<file path="config.mk">
export PLATFORM = sky130hd
export DESIGN_NAME = port_cache
export DESIGN_NICKNAME = d
export VERILOG_FILES = /design/src/design/cache_pkg.sv /design/src/design/port_cache.sv
export SDC_FILE = /design/constraint.sdc
export NUM_CORES = 2
export LEC_CHECK = 0
export ABC_AREA = 1
export BUFFER_PORTS_ARGS = -buffer_cell sky130_fd_sc_hd__buf_4
export CORE_ASPECT_RATIO = 1.75
export CORE_MARGIN = 2
export CORE_UTILIZATION = 23
export CTS_CLUSTER_DIAMETER = 150
export DETAILED_ROUTE_END_ITERATION = 8
export MAX_ROUTING_LAYER = met4
export SLEW_MARGIN = 20
export SYNTH_ARGS = -nofsm -noshare
export SYNTH_HDL_FRONTEND = slang
export SYNTH_SLANG_ARGS = --single-unit
</file>
<file path="constraint.sdc">
create_clock -name clk -period 5.2 [get_ports clk]
set_clock_uncertainty 0.15 [all_clocks]
set_input_delay 1.04 -clock clk [delete_from_list [all_inputs] [get_ports clk]]
set_output_delay 1.04 -clock clk [all_outputs]
set_load 0.05 [all_outputs]
</file>
<file path="src/design/cache_pkg.sv">
package cache_pkg;

    // ******************************************************************
    // Basic types and cache geometry
    // ******************************************************************

    typedef logic [31:0] addr_t;
    typedef logic [31:0] word_t;
    typedef logic [3:0]  strobe_t;

    // Port 0 is instruction fetch, port 1 is data
    localparam int NUM_PORTS = 2;
    localparam int PORT_BITS = $clog2(NUM_PORTS);

    localparam int LINE_WORDS  = 4;
    localparam int WORD_BITS   = $clog2(LINE_WORDS);
    localparam int INDEX_BITS  = 4;
    localparam int NUM_LINES   = 1 << INDEX_BITS;
    localparam int OFFSET_BITS = 4;
    localparam int WORD_LSB    = OFFSET_BITS - WORD_BITS;
    localparam int TAG_BITS    = 32 - INDEX_BITS - OFFSET_BITS;

    // Top three address bits of the unmapped kernel segments
    localparam logic [2:0] KSEG0_SEG = 3'b100;
    localparam logic [2:0] KSEG1_SEG = 3'b101;

    typedef logic [TAG_BITS-1:0]   tag_t;
    typedef logic [INDEX_BITS-1:0] index_t;
    typedef logic [WORD_BITS-1:0]  word_sel_t;

    // ******************************************************************
    // Bus structs
    // ******************************************************************

    typedef struct packed {
        logic    valid;
        logic    is_write;
        strobe_t strobe;
        addr_t   addr;
        word_t   data;
    } cpu_req_t;

    typedef struct packed {
        logic  data_ok;
        word_t data;
    } cpu_resp_t;

    typedef struct packed {
        logic    valid;
        logic    is_write;
        strobe_t strobe;
        addr_t   addr;
        word_t   data;
        logic    uncached;
    } phys_req_t;

    // len is the number of beats minus one
    typedef struct packed {
        logic       valid;
        logic       is_write;
        strobe_t    strobe;
        addr_t      addr;
        logic [1:0] len;
        word_t      data;
    } cbus_req_t;

    typedef struct packed {
        logic  ready;
        logic  last;
        word_t data;
    } cbus_resp_t;

    typedef enum logic [1:0] {
        C_IDLE,
        C_REFILL,
        C_UNCACHED_READ,
        C_WRITE
    } cache_state_t;

    typedef enum logic {
        ARB_IDLE,
        ARB_BUSY
    } arb_state_t;

endpackage

</file>
<file path="src/design/port_cache.sv">
`timescale 1ns/1ps

module port_cache import cache_pkg::*; (
    input  logic       clk,
    input  logic       arst_n,
    input  phys_req_t  preq,
    output cpu_resp_t  cresp,
    output cbus_req_t  mreq,
    input  cbus_resp_t mresp
);

    cache_state_t state;

    // ******************************************************************
    // Storage
    // ******************************************************************

    word_t                data_mem [NUM_LINES][LINE_WORDS];
    tag_t                 tag_mem  [NUM_LINES];
    logic [NUM_LINES-1:0] line_valid;

    // Request captured when it is accepted
    phys_req_t cur;
    word_t     rdata_q;
    logic      data_ok_q;
    word_sel_t beat_cnt;

    index_t    req_index;
    word_sel_t req_word;
    tag_t      req_tag;
    logic      hit;
    logic      accept;
    logic      beat_done;

    index_t    cur_index;
    word_sel_t cur_word;
    tag_t      cur_tag;

    function automatic word_t merge_bytes(
        input word_t   old_word,
        input word_t   new_word,
        input strobe_t strobe
    );
        word_t result;
        result = old_word;
        for (int b = 0; b < 4; b++) begin
            if (strobe[b]) begin
                result[8*b +: 8] = new_word[8*b +: 8];
            end
        end
        return result;
    endfunction

    assign req_index = preq.addr[OFFSET_BITS +: INDEX_BITS];
    assign req_word  = preq.addr[WORD_LSB +: WORD_BITS];
    assign req_tag   = preq.addr[OFFSET_BITS + INDEX_BITS +: TAG_BITS];

    assign cur_index = cur.addr[OFFSET_BITS +: INDEX_BITS];
    assign cur_word  = cur.addr[WORD_LSB +: WORD_BITS];
    assign cur_tag   = cur.addr[OFFSET_BITS + INDEX_BITS +: TAG_BITS];

    assign hit = line_valid[req_index] && (tag_mem[req_index] == req_tag);

    // The master still holds its request during the data_ok cycle
    assign accept    = (state == C_IDLE) && preq.valid && !data_ok_q;
    assign beat_done = mresp.ready && mresp.last;

    // ******************************************************************
    // Control FSM
    // ******************************************************************

    always_ff @(posedge clk or negedge arst_n) begin
        if (!arst_n) begin
            state      <= C_IDLE;
            line_valid <= '0;
            beat_cnt   <= '0;
            data_ok_q  <= 1'b0;
        end else begin
            data_ok_q <= 1'b0;
            case (state)
                C_IDLE: begin
                    if (accept) begin
                        if (preq.is_write) begin
                            state <= C_WRITE;
                        end else if (preq.uncached) begin
                            state <= C_UNCACHED_READ;
                        end else if (hit) begin
                            data_ok_q <= 1'b1;
                        end else begin
                            state    <= C_REFILL;
                            beat_cnt <= '0;
                        end
                    end
                end
                C_REFILL: begin
                    if (mresp.ready) begin
                        beat_cnt <= beat_cnt + 1'b1;
                        if (mresp.last) begin
                            line_valid[cur_index] <= 1'b1;
                            state                 <= C_IDLE;
                            data_ok_q             <= 1'b1;
                        end
                    end
                end
                C_UNCACHED_READ, C_WRITE: begin
                    if (beat_done) begin
                        state     <= C_IDLE;
                        data_ok_q <= 1'b1;
                    end
                end
                default: state <= C_IDLE;
            endcase
        end
    end

    // Data path registers and line storage
    always_ff @(posedge clk) begin
        if (accept) begin
            cur <= preq;
            if (!preq.is_write && !preq.uncached && hit) begin
                rdata_q <= data_mem[req_index][req_word];
            end
            // Write hit updates the line, a write miss leaves the cache alone
            if (preq.is_write && hit) begin
                data_mem[req_index][req_word] <= merge_bytes(
                    data_mem[req_index][req_word], preq.data, preq.strobe);
            end
        end
        if (state == C_REFILL && mresp.ready) begin
            data_mem[cur_index][beat_cnt] <= mresp.data;
            if (beat_cnt == cur_word) begin
                rdata_q <= mresp.data;
            end
            if (mresp.last) begin
                tag_mem[cur_index] <= cur_tag;
            end
        end
        if (state == C_UNCACHED_READ && beat_done) begin
            rdata_q <= mresp.data;
        end
    end

    // ******************************************************************
    // Bus request and port response
    // ******************************************************************

    always_comb begin
        mreq.valid    = (state != C_IDLE);
        mreq.is_write = (state == C_WRITE);
        mreq.strobe   = (state == C_WRITE) ? cur.strobe : '0;
        mreq.addr     = cur.addr;
        mreq.len      = 2'd0;
        mreq.data     = cur.data;
        if (state == C_REFILL) begin
            mreq.addr = {cur.addr[31:OFFSET_BITS], {OFFSET_BITS{1'b0}}};
            mreq.len  = 2'(LINE_WORDS - 1);
        end
    end

    assign cresp.data_ok = data_ok_q;
    assign cresp.data    = rdata_q;

    // A pending bus request must not move until its last beat
    assert property (@(posedge clk) disable iff (!arst_n)
        (mreq.valid && !beat_done) |=> (mreq.valid && $stable(mreq)))
        else $error("port_cache: bus request changed before last beat");

    assert property (@(posedge clk) disable iff (!arst_n)
        cresp.data_ok |=> !cresp.data_ok)
        else $error("port_cache: data_ok held for two cycles");

endmodule

</file>
==> impl_results.md <==
- Top FF cell, synth: edfxtp_1
- Synth area leader: edfxtp_1
- Antenna violations before repair: 15
- Total CTS buffers: 205
- Final hold violation count: 0
- P&R area growth vs syn: 18.3%
- Worst Setup End Kind: flop
- Seq pwr share: 52.5%
- Switching part of the total power: 27.6%
- Nets: 8342
- Final cell count without fillers: 14200
- Outcome: completed
- Worst-path fanout max: 64
- GRT Total Usage: 14.0%
- VDD IR max: 0.301 mV
- Final period util: 80.9%
- P_sw: 13200 uW
- DRC errors left: 0
- Syn. warnings: 0
- Design internal power: 34700 uW
- Post-synthesis cell count: 8024
- Max-Cap Viols: 0
- Unrepaired setup endpoints after global routing: no
- Worst EP required: 5530 ps
- Hold WC Path Type: in2reg
- Sum Neg Setup Slack: 0 ps
- Final setup fails: 0
- Fill count: 45000
- Seq/Total Area, Yosys: 74.6%
- DRT Wirelength: 319 mm
- First-pass GRT wire length: 456 mm
- Pwr dens: 397 mW/mm^2
- Placement Setup Slack: 236 ps
- Routability Congestion: 0.849
- Logic pwr share: 15.2%
- Avg Cell Area, Syn: 12.7 sq um
- Clk network pwr share: 32.3%
- # clock sinks: 2553
- I/O pins: 212
- Cell with the most instances after synthesis: edfxtp_1
- Placed cell count: 13900
- Clock tree buffer depth: 4
- Final worst slack: 992 ps
- Vias: 67000
- Die H: 886 um
- Die area: 0.450 sq mm
- Vias in the first global route: 65200
- Relative slew slack: 15.1%
- Slew Viols, Final: 0
- Static Leak: 0.0392 uW
- Initial DRC count: 7122
- Post-Syn Nets: 8135
- Root Driver: clkbuf_16
- Worst endpoint data arrival time: 4540 ps
- Area of the core: 0.442 sq mm
- Row cnt: 323
- Clock slew at reported path FFs: 70 ps
- Kind of critical path: in2reg
- Die X: 508 um
- H-tree Lvls: 4
- Ys async rst share: 0.823%
- Detail Route Antenna Nets: 0
- Share of cells above drive strength 1: 12.6%
- Top cell type's share of synthesized area: 73.5%
- Routed vias/inst: 4.71
- Synth top cells by count: 2500 x edfxtp_1, 1374 x nor2_1, 1066 x o21ai_0
- Mean routed wirelength per cell: 22.4 um
- Detailed placement HPWL: 194 mm
- IO Port Bufs: 211
- Flip-flop and latch count after synthesis: 2553
- Fin crit period: 4210 ps
- Max Fclk: 238 MHz
- CTS tree: done
- Clk Latency, worst-skew pair: 940 ps
- EDFF count, synth: 2500
- Total gr overflow: 0
- Unique masters post-synth: 29
- Critical path startpoint category: input port
- Largest net degree at the start of global routing: 200
- Actual slew at the worst max-slew pin: 1270 ps
- Ranking of synthesized cells by area: edfxtp_1 73%, o21ai_0 5.2%, nor2_1 5.0%, nand2_1 3.2%, nand3_1 2.5%
- TritonRoute pass-1 iters: 5
- Post-Syn Area: 0.102 sq mm
- Initial Utilization: 23.1%
## final timing paths
path                                               to  slack, ps                 startpoint  cells past startpoint
hold reg to reg             line_valid[3]$_DFFE_PN0P_        320  line_valid[3]$_DFFE_PN0P_                      1
setup / recovery           data_mem[13][96]$_DFFE_PP_        990                   preq[38]                     17
setup reg to reg            data_mem[4][95]$_DFFE_PP_       1370       state[0]$_DFFE_PN0P_                     15
hold / removal                      cur[60]$_DFFE_PP_        150                   preq[60]                      1
min in group asynchronous        state[1]$_DFFE_PN0P_        460                     arst_n                      2
max in group asynchronous   line_valid[0]$_DFFE_PN0P_       4160                     arst_n                      2
## power groups by stage
stage	sequential, uW	combinational, uW	clock, uW
after floorplan	26100	3290	0
after CTS	25200	7260	15700
after global placement	25600	7170	0
final	25200	7310	15500
after global routing	25200	7730	16300
after detailed placement	25600	7230	0
## timing repair
action	in CTS	in global routing
resized for setup	0	0
hold endpoints to repair	21	0
buffers inserted	0	0
hold buffers	1	0
## routing by layer
metal / vias up / part of all wire (%) / global-route usage, % / wire length [um]
li1: 29700 / - / - / -
met1: 34000 / 35 / 14.4 / 111000
met2: 2532 / 54 / 25.8 / 171000
met3: 778 / 5.6 / 1.58 / 17700
met4: 0 / 5.9 / 7.57 / 18900
met5: - / 0 / - / 0
## cells by family after synthesis
| group | count (synthesis) | synth area share (%) |
|---|---|---|
| AOI/OAI and AO/OA | 1793 | 10.5 |
| xor gates and xnor gates | 2 | 0.0172 |
| adders and majority gates | 4 | 0.0490 |
| buffers and inverters | 817 | 3.50 |
| DFF | 2553 | 74.6 |
| and+or+nand+nor | 2855 | 11.3 |
## flip-flops by register name (all words and copies together) (netlist names)
register / count
beat_cnt: 2
state: 2
data_mem: 2048
mreq: 32
line_valid: 16
tag_mem: 384
cur: 36
data_ok_q: 1
rdata_q: 32
## stage by stage
| step | area (sq um) | utilization (%) | hold WS, ps | total power, uW |
|---|---|---|---|---|
| floorplan | 102000 | - | 274 | 29400 |
| global route | 121000 | 27.3 | 133 | 49300 |
| global placement | 114000 | 25.9 | 296 | 32800 |
| finish | 121000 | 27.3 | 148 | 48000 |
| detailed placement | 114000 | 25.9 | 302 | 32900 |
| CTS | 121000 | 27.3 | 96.1 | 48100 |
## cells in the final DEF, fill, tap and decap left out, types with 35 or more instances in the layout
master and count:
buf_12 168, nor2_1 1291, clkinv_1 40, o22ai_1 63
clkbuf_16 210, a21oi_1 107, inv_1 187, clkbuf_1 36
o221ai_1 280, buf_4 449, nor2_4 83, nand4_1 35
o21ai_0 1062, clkinv_2 41, nand2_1 880, edfxtp_1 2500
nand3_1 507, o211ai_1 243
## layout make-up
cell class	count	area [sq um]	area share, %
flip-flops and latches	2553	76200	63.1
multi-input cells	4654	23300	19.3
well taps	5850	7320	6.06
repair buffers	622	6800	5.63
clock buffers	250	5450	4.51
clock inverters	114	908	0.752
inverters	195	764	0.633
diodes	11	27.5	0.0228
## worst max-delay path, stage by stage
cell and delay (ps):
buf_8 150, inv_8 330, buf_12 260, buf_4 290, nor2_1 80, o21ai_0 130
o211ai_1 170, nand3_1 140, nand2_1 100, nand2_1 100, nand2_1 120, nor3_1 540
buf_4 290, nor2_1 50, a21oi_1 210, o21ai_4 100, buf_12 200
Power figures use the tool's default switching activity.
