==> src/design/cache_pkg.sv <==
package cache_pkg;

    // ******************************************************************
    // Basic types and cache geometry
    // ******************************************************************

    typedef logic [31:0] addr_t;
    typedef logic [31:0] word_t;
    typedef logic [3:0]  strobe_t;

    // Port 0 is instruction fetch, port 1 is data
    localparam int NUM_PORTS = 2;
    localparam int PORT_BITS = $clog2(NUM_PORTS);

    localparam int LINE_WORDS  = 4;
    localparam int WORD_BITS   = $clog2(LINE_WORDS);
    localparam int INDEX_BITS  = 4;
    localparam int NUM_LINES   = 1 << INDEX_BITS;
    localparam int OFFSET_BITS = 4;
    localparam int WORD_LSB    = OFFSET_BITS - WORD_BITS;
    localparam int TAG_BITS    = 32 - INDEX_BITS - OFFSET_BITS;

    // Top three address bits of the unmapped kernel segments
    localparam logic [2:0] KSEG0_SEG = 3'b100;
    localparam logic [2:0] KSEG1_SEG = 3'b101;

    typedef logic [TAG_BITS-1:0]   tag_t;
    typedef logic [INDEX_BITS-1:0] index_t;
    typedef logic [WORD_BITS-1:0]  word_sel_t;

    // ******************************************************************
    // Bus structs
    // ******************************************************************

    typedef struct packed {
        logic    valid;
        logic    is_write;
        strobe_t strobe;
        addr_t   addr;
        word_t   data;
    } cpu_req_t;

    typedef struct packed {
        logic  data_ok;
        word_t data;
    } cpu_resp_t;

    typedef struct packed {
        logic    valid;
        logic    is_write;
        strobe_t strobe;
        addr_t   addr;
        word_t   data;
        logic    uncached;
    } phys_req_t;

    // len is the number of beats minus one
    typedef struct packed {
        logic       valid;
        logic       is_write;
        strobe_t    strobe;
        addr_t      addr;
        logic [1:0] len;
        word_t      data;
    } cbus_req_t;

    typedef struct packed {
        logic  ready;
        logic  last;
        word_t data;
    } cbus_resp_t;

    typedef enum logic [1:0] {
        C_IDLE,
        C_REFILL,
        C_UNCACHED_READ,
        C_WRITE
    } cache_state_t;

    typedef enum logic {
        ARB_IDLE,
        ARB_BUSY
    } arb_state_t;

endpackage

==> src/design/mem_map.sv <==
`timescale 1ns/1ps

module mem_map import cache_pkg::*; (
    input  cpu_req_t  creq_in [NUM_PORTS],
    output phys_req_t preq    [NUM_PORTS]
);

    // ******************************************************************
    // Fixed segment translation, one copy per port
    // ******************************************************************

    for (genvar i = 0; i < NUM_PORTS; i++) begin : g_map
        logic [2:0] seg;
        logic       in_kseg0;
        logic       in_kseg1;

        assign seg      = creq_in[i].addr[31:29];
        assign in_kseg0 = (seg == KSEG0_SEG);
        assign in_kseg1 = (seg == KSEG1_SEG);

        always_comb begin
            preq[i].valid    = creq_in[i].valid;
            preq[i].is_write = creq_in[i].is_write;
            preq[i].strobe   = creq_in[i].strobe;
            preq[i].data     = creq_in[i].data;
            preq[i].addr     = creq_in[i].addr;

            // kseg0 and kseg1 both alias the low 512 MB of physical space
            if (in_kseg0 || in_kseg1) begin
                preq[i].addr[31:29] = 3'b000;
            end

            // Only kseg1 bypasses the cache
            preq[i].uncached = in_kseg1;
        end
    end

endmodule

==> config.mk <==
export PLATFORM = sky130hd
export DESIGN_NAME = mem_map
export DESIGN_NICKNAME = d
export VERILOG_FILES = /design/src/design/cache_pkg.sv /design/src/design/mem_map.sv
export SDC_FILE = /design/constraint.sdc
export NUM_CORES = 1
export LEC_CHECK = 0
export ABC_AREA = 1
export BUFFER_PORTS_ARGS = -buffer_cell sky130_fd_sc_hd__buf_2
export CORE_AREA = 3 3 110 112
export DETAILED_ROUTE_END_ITERATION = 16
export DIE_AREA = 0 0 113 115
export PLACE_DENSITY = 0.54
export SLEW_MARGIN = 30
export SYNTH_ARGS = -nofsm -noshare
export SYNTH_HDL_FRONTEND = slang
export SYNTH_SLANG_ARGS = --single-unit
==> constraint.sdc <==
create_clock -name vclk -period 0.8
set_clock_uncertainty 0.15 [all_clocks]
set_input_delay 0.04 -clock vclk [all_inputs]
set_output_delay 0.04 -clock vclk [all_outputs]
set_load 0.05 [all_outputs]
==> results of run 1 <==
-- routing by layer --
metal | wire (um) | track usage (%)
met3 | 1600 | 10.3
met5 | 64 | 3.33
met4 | 623 | 7.61
met1 | 116 | 0.0629
met2 | 1190 | 4.62
-- stage by stage --
stage | instance area (sq um) | utilization, %
CTS | 312 | 2.75
finish | 312 | 2.75
floorplan | 1090 | -
global placement | 312 | 2.75
detailed placement | 312 | 2.75
global route | 312 | 2.75
-- how the worst max path moves through the flow --
stage	startpoint	end	slack, ps	depth (start not counted)
2_1_floorplan	creq_in[132]	preq[133]	70	2
3_3_place_gp	creq_in[62]	preq[62]	30	4
3_5_place_dp	creq_in[62]	preq[62]	40	4
4_1_cts	creq_in[62]	preq[62]	40	4
5_1_grt	creq_in[62]	preq[62]	20	4
6_report	creq_in[62]	preq[62]	50	4
-- synthesized netlist by cell type, drive strengths merged --
cell type	n	share of area, %
buf	136	94
inv	6	2.1
nand2	4	1.4
a21oi	2	1.6
clkbuf	2	0.69
nor2	2	0.69
-- logic make-up (layout without fill, tap and decap cells) --
kind of cell / count (synthesis) / after routing
and+or+nand+nor: 6 / 6
AOI/OAI and AO/OA: 2 / 2
buffers and inverters: 144 / 20
-- cell type report --
| class | instances | area, sq um | share of cell area (%) |
|---|---|---|---|
| tap | 143 | 179 | 57.4 |
| timing repair buffer | 14 | 70.1 | 22.5 |
| multi-input combinational | 8 | 40.0 | 12.9 |
| inverter | 6 | 22.5 | 7.23 |
-- power by group through the flow --
| stage | registers (mW) | logic [mW] | clock network, mW |
|---|---|---|---|
| 2_1_floorplan | 0 | 1.91 | 0 |
| 3_5_place_dp | 0 | 0.140 | 0 |
| 6_report | 0 | 0.139 | 0 |
| 4_1_cts | 0 | 0.140 | 0 |
| 5_1_grt | 0 | 0.145 | 0 |
| 3_3_place_gp | 0 | 0.140 | 0 |
-- placed cells by master (no fill, tap or decap) --
cell type | Yosys | layout
sky130_fd_sc_hd__inv_2 | 2 | 2
sky130_fd_sc_hd__a21oi_2 | 2 | 2
sky130_fd_sc_hd__nand2_1 | 4 | 4
sky130_fd_sc_hd__buf_2 | 0 | 14
sky130_fd_sc_hd__inv_1 | 4 | 4
sky130_fd_sc_hd__nor2_1 | 2 | 2
==> results.txt, run 1 <==
* Total track usage: 4.58%
- Total inserted antenna cells: 0
- Cells with a size suffix above 1 make up 64.3% of the layout.
* Minimum setup slack in the final design: 46.4 ps
* Crit path time final: 754 ps
* Pleak: 0.111 nW
- STA puts the critical path data arrival time at 560 ps.
* Vias per inst: 2.17
* Total Routed Length: 3600 um
* Non-filler cells, final: 171
- Final weighted congestion in routability-driven placement: 0.466
- Buffers placed on the I/O ports in this run total 14.
- Netlist cell types: 7
- Setup TNS after final layout: 0 ps
- For this run, design rule violations remaining after detail routing come to 0.
- Type of the most critical hold path: input pin to output pin
* Average routed wire per standard cell: 21.1 um
* Final setup violation count: 0
* Final hold slack: -70.0 ps
- The layout has 0 clock buffers.
- Global routing finished with a remaining overflow of 0.
* Reg area: 0 sq um
* RSZ-0062 raised after global routing: false
- Period utilisation layout: 94.2%
* Power Internal: 0.0333 mW
- Number of antenna violations at the first check in global routing: 0
- The cell that appears most often on the critical path is sky130_fd_sc_hd__buf_2.
- Max-cap violations: 0
- Synth Area in Adders: 0%
* Kind of critical path: input pin to output pin
- In this run the vertical extent of the chip is 115 um.
* Half-perimeter wire length of the detailed placement result: 3080 um
* Worst-case headroom to the max-slew limit: 82.5%
- Final Hold Vio Count: 134
* Cell Rows: 39
- During I/O placement, the number of pins put on the boundary was 282.
- Synthesis-to-layout area growth: -71.4%
- Counting every net in the synthesized netlist gives 292.
- In this run the power spent charging and discharging nets is 0.105 mW.
- For the worst setup path, the data required time is 610 ps.
* Vias in the first global route: 388
- PwrDens: 445 mW/mm^2
- Worst slack, placed: 35.2 ps
- The worst hold path was traced through 0 stages.
- For the pin with the worst max-slew slack, the measured transition is 265 ps.
- Number of routed nets with antenna violations: 0
- The startpoint identified for the worst hold timing path is creq_in[21].
* Fmax achieved: 1330 MHz
- Clock group share of total power: 0%
* Startpoint types: input pin
- After filler insertion, the fill cell instance count of the layout stands at 1360.
* DRT iter0 DRCs: 1
- IR drop worst, VDD: 0.125 mV
- The path with the worst hold slack has its endpoint at preq[22].
- Fraction of power consumed by combinational cells: 100.0%
* CORE AREA: 0.0113 sq mm
- Layout net count: 170
* Result of the run: complete, but fails checks
* Cell breakdown of the critical path: buf_2 -> inv_2 -> a21oi_2 -> buf_2
- Number of max-slew violations in the final report: 0
- Effective utilization at floorplan: 9.64%
- Of the total power, the share spent switching nets is 76.0%.
* Post-Synth XOR/XNOR Area: 0%
- Die Span X: 113 um
- Complex-gate fraction of the synthesized area: 1.61%
* Via total after detailed routing: 371
* Overall Power: 0.139 mW
- In this run, placement finished with an instance count of 171.
* Wire length of the first global-routing pass: 3820 um
- Dominant combinational cell family by area after synthesis: buffers and inverters
- On the worst path, the slowest cell contributes a delay of 270 ps.
* Cell family with most CP delay: buffers and inverters
* Post-Syn Area: 0.00109 sq mm
- Violations in the final reports: hold timing
- Share of cell area taken by muxes after synthesis: 0%
* Fraction of the yosys area taken by sequential cells: 0%
* Num sequential: 0
- The first detailed-routing pass ran for 2 iterations.
- In this run the post-CTS setup repair buffer count came out at 0.
- Count of buffer and inverter cells on the critical path: 3
* Critical Path Fanout Max: 4
- Average cell area after synthesis: 7.18 sq um
- Part of the power in registers: 0%
- Number of cells upsized or downsized after cts: 0
- Of the total synthesized cell area, the portion taken by AND, OR, NAND and NOR gates is 2.06%.
- For this run, the number of Yosys warnings is 0.
- Among all stages on the critical path, the largest delay is contributed by sky130_fd_sc_hd__buf_2.
- Entering global routing, the biggest net connects 5 pins.
- CP endpoint kind: output pin
- Die footprint: 0.0130 sq mm
- Synthesized instance count: 152
No activity file was read; power rests on OpenSTA's default activity.
==> run 2, diff against run 1 <==
PLACE_DENSITY = 0.52   (was 0.54)
clock period = 0.9 ns   (was 0.8 ns; I/O delays follow)
==> results.txt, run 2 (synthesized netlist as in run 1, its figures left out) <==
* Setup TNS after final layout: 0 ps (unchanged)
* Most used cells in the layout excluding fill and tap cells: sky130_fd_sc_hd__buf_2 (14), sky130_fd_sc_hd__nand2_1 (4), sky130_fd_sc_hd__inv_1 (4)
- The largest voltage drop on the vdd net is 0.0890 mV (-29%).
* Die footprint: 0.0130 sq mm (unchanged)
- The critical path required time was 700 ps (+90 ps).
* Pleak: 0.111 nW (unchanged)
- Period utilisation layout: 84.4%
- The flow ran to the end, but the final reports show violations.
- RSZ-0062 raised after global routing: false
* Total inserted antenna cells: 0 (unchanged)
- The number of failing hold endpoints at the final stage came to 134 (unchanged).
- The most numerous cell type found on the critical path is sky130_fd_sc_hd__buf_2.
- Fmax achieved: 1320 MHz
- The aggregate global routing overflow is 0 (unchanged).
* Num sequential: 0 (unchanged)
* Total Routed Length: 3010 um (-17%)
- Number of antenna violations at the first check in global routing: 0 (unchanged)
- The critical path's largest stage delay was 270 ps (about the same).
- Number of routed nets with antenna violations: 0 (unchanged)
- DRT iter0 DRCs: 2 (+1)
- Type of the most critical hold path: input pin to output pin
* Ports placed on the boundary: 282 (unchanged)
* Violations in the final reports: hold timing
- Effective utilization at floorplan: 9.64% (unchanged)
- Layout net count: 170 (unchanged)
* Post-CTS setup buffer count: 0 (unchanged)
* Synthesis-to-layout area growth: -71.4% (unchanged)
- The count of TritonRoute iterations in the first routing pass came to 2 (unchanged).
* Final weighted congestion in routability-driven placement: 0.455 (-2.3%)
* Startpoint of the most critical hold path: creq_in[30]
- On the critical path the largest part of the delay comes from buffers and inverters.
- The half-perimeter wire length after detailed placement was 2550 um (-17%).
- The routed via count came to 366 (-1.3%).
* Post-route core utilization: 2.75% (unchanged)
- Clock group share of total power: 0% (unchanged)
- Power Internal: 0.0296 mW (-11%)
- The number of buffer and inverter stages on the critical path came to 3 (unchanged).
- Die Span X: 113 um (unchanged)
* Cell breakdown of the critical path: buf_2 -> inv_2 -> a21oi_2 -> buf_2
- The power density over cell area came to 394 mW/mm^2 (-11%).
* Average routed wire per standard cell: 17.6 um (-17%)
* Maximum number of pins on one net before global-route repair: 5 (unchanged)
- CORE AREA: 0.0113 sq mm (unchanged)
- The maximum fanout along the worst path was 4 (unchanged).
- Total track usage: 3.76% (-0.82 points)
* Vias per inst: 2.14 (-1.3%)
* Fraction of final layout cells sized beyond drive strength 1: 64.3% (unchanged)
* Port bufs: 14 (unchanged)
- Number of cells upsized or downsized after cts: 0 (unchanged)
- The remaining design rule violation count is 0 (unchanged).
* Minimum setup slack in the final design: 140 ps (+93.7 ps)
* Most frequent standard cell in the layout excluding fill and tap cells: sky130_fd_sc_hd__buf_2
- STA classifies the critical path endpoint as an output pin.
- Kind of critical path: input pin to output pin
- Final setup violation count: 0 (unchanged)
- Die boundary height: 115 um (unchanged)
- Crit path time final: 760 ps
* Fraction of power consumed by combinational cells: 100.0% (about the same)
- The worst hold slack after final layout is -60.0 ps (+10.0 ps).
- Net switching component of the power: 0.0933 mW (-11%)
* Worst slack, placed: 123 ps (+87.3 ps)
* Signal arrival time at the worst endpoint: 560 ps (about the same)
* Vias in the first global route: 385 (-0.77%)
- Slowest cell on the critical path: sky130_fd_sc_hd__buf_2
* Startpoint types: input pin
- The sequential cell fraction of total power was 0% (unchanged).
* CLK BUF: 0 (unchanged)
- Worst-case headroom to the max-slew limit: 82.6% (+0.15 points)
* Cell Rows: 39 (unchanged)
- Number of max-slew violations in the final report: 0 (unchanged)
* Wire length of the first global-routing pass: 3240 um (-15%)
- The area used by sequential logic in the layout is 0 sq um (unchanged).
- Max-cap violations: 0 (unchanged)
* Source of the critical timing path: creq_in[62]
- The slew at the pin closest to its max-slew limit is 263 ps (-2.32 ps).
* Switching power share of the total: 75.9% (about the same)
-- run 2: cell counts in the layout (fill, tap and decap cells not counted) --
Identical to the previous run, type by type.
-- run 2: layer usage --
metal	vias to the layer above	routed length [um]	GRT usage, %
met5	-	0	0
met4	0	633	7.69
met3	84	1430	8.84
met2	128	830	3.12
met1	88	110	0
li1	66	-	-
-- run 2: final cells by class --
class                           count  area, sq um
Fill cell                        1364        11000
Inverter                            6         22.5
Multi-Input combinational cell      8         40.0
Tap cell                          143          179
Timing Repair Buffer               14         70.1
-- run 2: worst paths after layout --
check	endpoint	slack (ps)	cells after the start
worst max-delay path	preq[62]	140	4
worst min-delay path	preq[31]	-60	0
-- run 2: through the flow --
stage	instances	total power, mW	area [sq um]
finish	171	0.123	312
global route	171	0.129	312
CTS	171	0.125	312
detailed placement	171	0.124	312
global placement	171	0.124	312
floorplan	152	1.70	1090
-- run 2: power by group through the flow --
stage | Clock [mW] | Sequential [mW] | Combinational, mW
floorplan | 0 | 0 | 1.70
global placement | 0 | 0 | 0.124
detailed placement | 0 | 0 | 0.124
CTS | 0 | 0 | 0.125
global route | 0 | 0 | 0.129
finish | 0 | 0 | 0.123
==> run 3, diff against run 2 <==
CORE_AREA = 3 3 108 110   (was 3 3 110 112)
DIE_AREA = 0 0 111 113   (was 0 0 113 115)
PLACE_DENSITY = 0.53   (was 0.52)
clock period = 0.8 ns   (was 0.9 ns; I/O delays follow)
==> results.txt, run 3 (synthesized netlist as in run 1, its figures left out) <==
* Result of the run: complete, but fails checks
- Violations in the final reports: hold timing
- The number of port buffers is 14 (unchanged).
* Critical Path Fanout Max: 3 (-1)
- Hold-critical path endpoint: preq[20]
- Number of cells upsized or downsized after cts: 0 (unchanged)
- Kind of critical path: input pin to output pin
- Worst hold path depth: 0 (unchanged)
- Cell Rows: 38 (-2.6%)
- Layout net count: 170 (unchanged)
* Average routed wire per standard cell: 16.3 um (-7.1%)
- The antenna diode count is 0 (unchanged).
* Post-route DRC violation count: 0 (unchanged)
- Num sequential: 0 (unchanged)
- Largest stage delay, worst path: 270 ps (about the same)
- Ports placed on the boundary: 282 (unchanged)
* CORE AREA: 0.0108 sq mm (-4.7%)
- The die footprint came to 0.0125 sq mm (-3.5%).
- Vias per inst: 2.05 (-4.1%)
- Maximum number of pins on one net before global-route repair: 5 (unchanged)
- The library cell used most frequently in the layout, excluding fill and tap cells, is sky130_fd_sc_hd__buf_2.
- Slew @ Worst Pin: 256 ps (-6.79 ps)
- Type of the most critical hold path: input pin to output pin
- The area used by sequential logic in the layout was 0 sq um (unchanged).
- The leakage power is 0.111 nW (unchanged).
- The total wire length after detailed routing came to 2740 um (-8.7%).
* Overflow left after global routing: 0 (unchanged)
* Via total after detailed routing: 345 (-5.7%)
- The area growth from synthesis to layout is -71.8%.
* Die Span X: 111 um (-1.8%)
- RSZ-0062 raised after global routing: false
* DRT iter0 DRCs: 9 (+7)
* Half-perimeter wire length of the detailed placement result: 2280 um (-11%)
- Worst path required time: 610 ps (-90 ps)
* Post-CTS setup buffer count: 0 (unchanged)
* Vias in the first global route: 410 (+6.5%)
- Final setup violation count: 0 (unchanged)
- For the finished layout, the period the worst path requires is 770 ps.
- Timing would allow up to 1300 MHz.
- The initial antenna violation count came to 0 (unchanged).
* Global-route met3 utilization: 5.94% (-2.9 points)
* Worst-case headroom to the max-slew limit: 83.1% (+0.45 points)
* Slowest cell on the critical path: sky130_fd_sc_hd__buf_2
- The count of TritonRoute iterations in the first routing pass is 4 (+2).
- The final total negative setup slack came to 0 ps (unchanged).
- The number of placed instances with taps included came to 168 (-1.8%).
- Post-route core utilization: 2.85% (+0.10 points)
- PwrDens: 452 mW/mm^2 (+15%)
- CP endpoint kind: output pin
- Cell breakdown of the critical path: buf_2 -> nand2_1 -> nor2_1 -> buf_2
- Final weighted congestion in routability-driven placement: 0.473 (+4.0%)
- The number of failing hold endpoints at the final stage came to 134 (unchanged).
- Max-cap violations: 0 (unchanged)
- The met2 global-route usage was 3.28% (+0.16 points).
* IR drop worst, VDD: 0.126 mV (+42%)
* Die boundary height: 113 um (-1.7%)
- The arrival time at the worst endpoint came to 580 ps (+20 ps).
* Number of routed nets with antenna violations: 0 (unchanged)
- Fraction of final layout cells sized beyond drive strength 1: 64.3% (unchanged)
- STA classifies the critical path startpoint as an input pin.
- Met1 usage in global routing: 0.580% (+0.58 points)
- The worst hold slack after final layout was -70.0 ps (-10.0 ps).
* Number of max-slew violations in the final report: 0 (unchanged)
* Wire length of the first global-routing pass: 3160 um (-2.3%)
* Total track usage: 3.57% (-0.19 points)
* Period utilisation layout: 96.3%
- Among the stages of the critical path, the cell type that occurs most often is sky130_fd_sc_hd__buf_2.
* Most used cells in the layout excluding fill and tap cells: sky130_fd_sc_hd__buf_2 (14), sky130_fd_sc_hd__nand2_1 (4), sky130_fd_sc_hd__inv_1 (4)
- Non-filler cells, final: 168 (-1.8%)
- met4 is the most crowded layer.
- Effective utilization at floorplan: 10.1% (+0.47 points)
- CLK BUF: 0 (unchanged)
- Startpoint of the most critical hold path: creq_in[19]
==> run 3: cell counts in the layout (fill, tap and decap cells not counted) <==
No cell type changed its count.
==> run 3: layout make-up <==
type                            count  area (sq um)
Tap cell                          140           175
Inverter                            6          22.5
Multi-Input combinational cell      8          40.0
Timing Repair Buffer               14          70.1
Fill cell                        1276         10500
==> run 3: per-stage QoR <==
stage	area [sq um]	total power [mW]	setup WS, ps
floorplan	1090	1.91	71.8
global placement	308	0.140	32.0
detailed placement	308	0.140	33.2
CTS	308	0.140	28.3
global route	308	0.146	0.643
finish	308	0.139	29.9
==> run 3: worst max-delay path: cells and delay by family <==
| family | cells | cell delay, ps |
|---|---|---|
| buffers and inverters | 2 | 380 |
| and+or+nand+nor | 2 | 160 |
==> run 3: how the worst max path moves through the flow <==
| stage | start | to | depth (start not counted) |
|---|---|---|---|
| final | creq_in[133] | preq[71] | 4 |
| after CTS | creq_in[133] | preq[71] | 4 |
| after detailed placement | creq_in[133] | preq[71] | 4 |
| after global placement | creq_in[133] | preq[71] | 4 |
| after floorplan | creq_in[132] | preq[133] | 2 |
| after global routing | creq_in[133] | preq[71] | 4 |
==> run 3: power breakdown <==
part | internal (mW) | switching, mW
clock network | 0 | 0
logic | 0.0333 | 0.106
registers | 0 | 0
total | 0.0333 | 0.106
==> run 3: metal layers <==
layer | vias up | routed length (um)
met3 | 88 | 1010
met2 | 117 | 849
met5 | - | 0
met1 | 74 | 176
met4 | 0 | 712
li1 | 66 | -
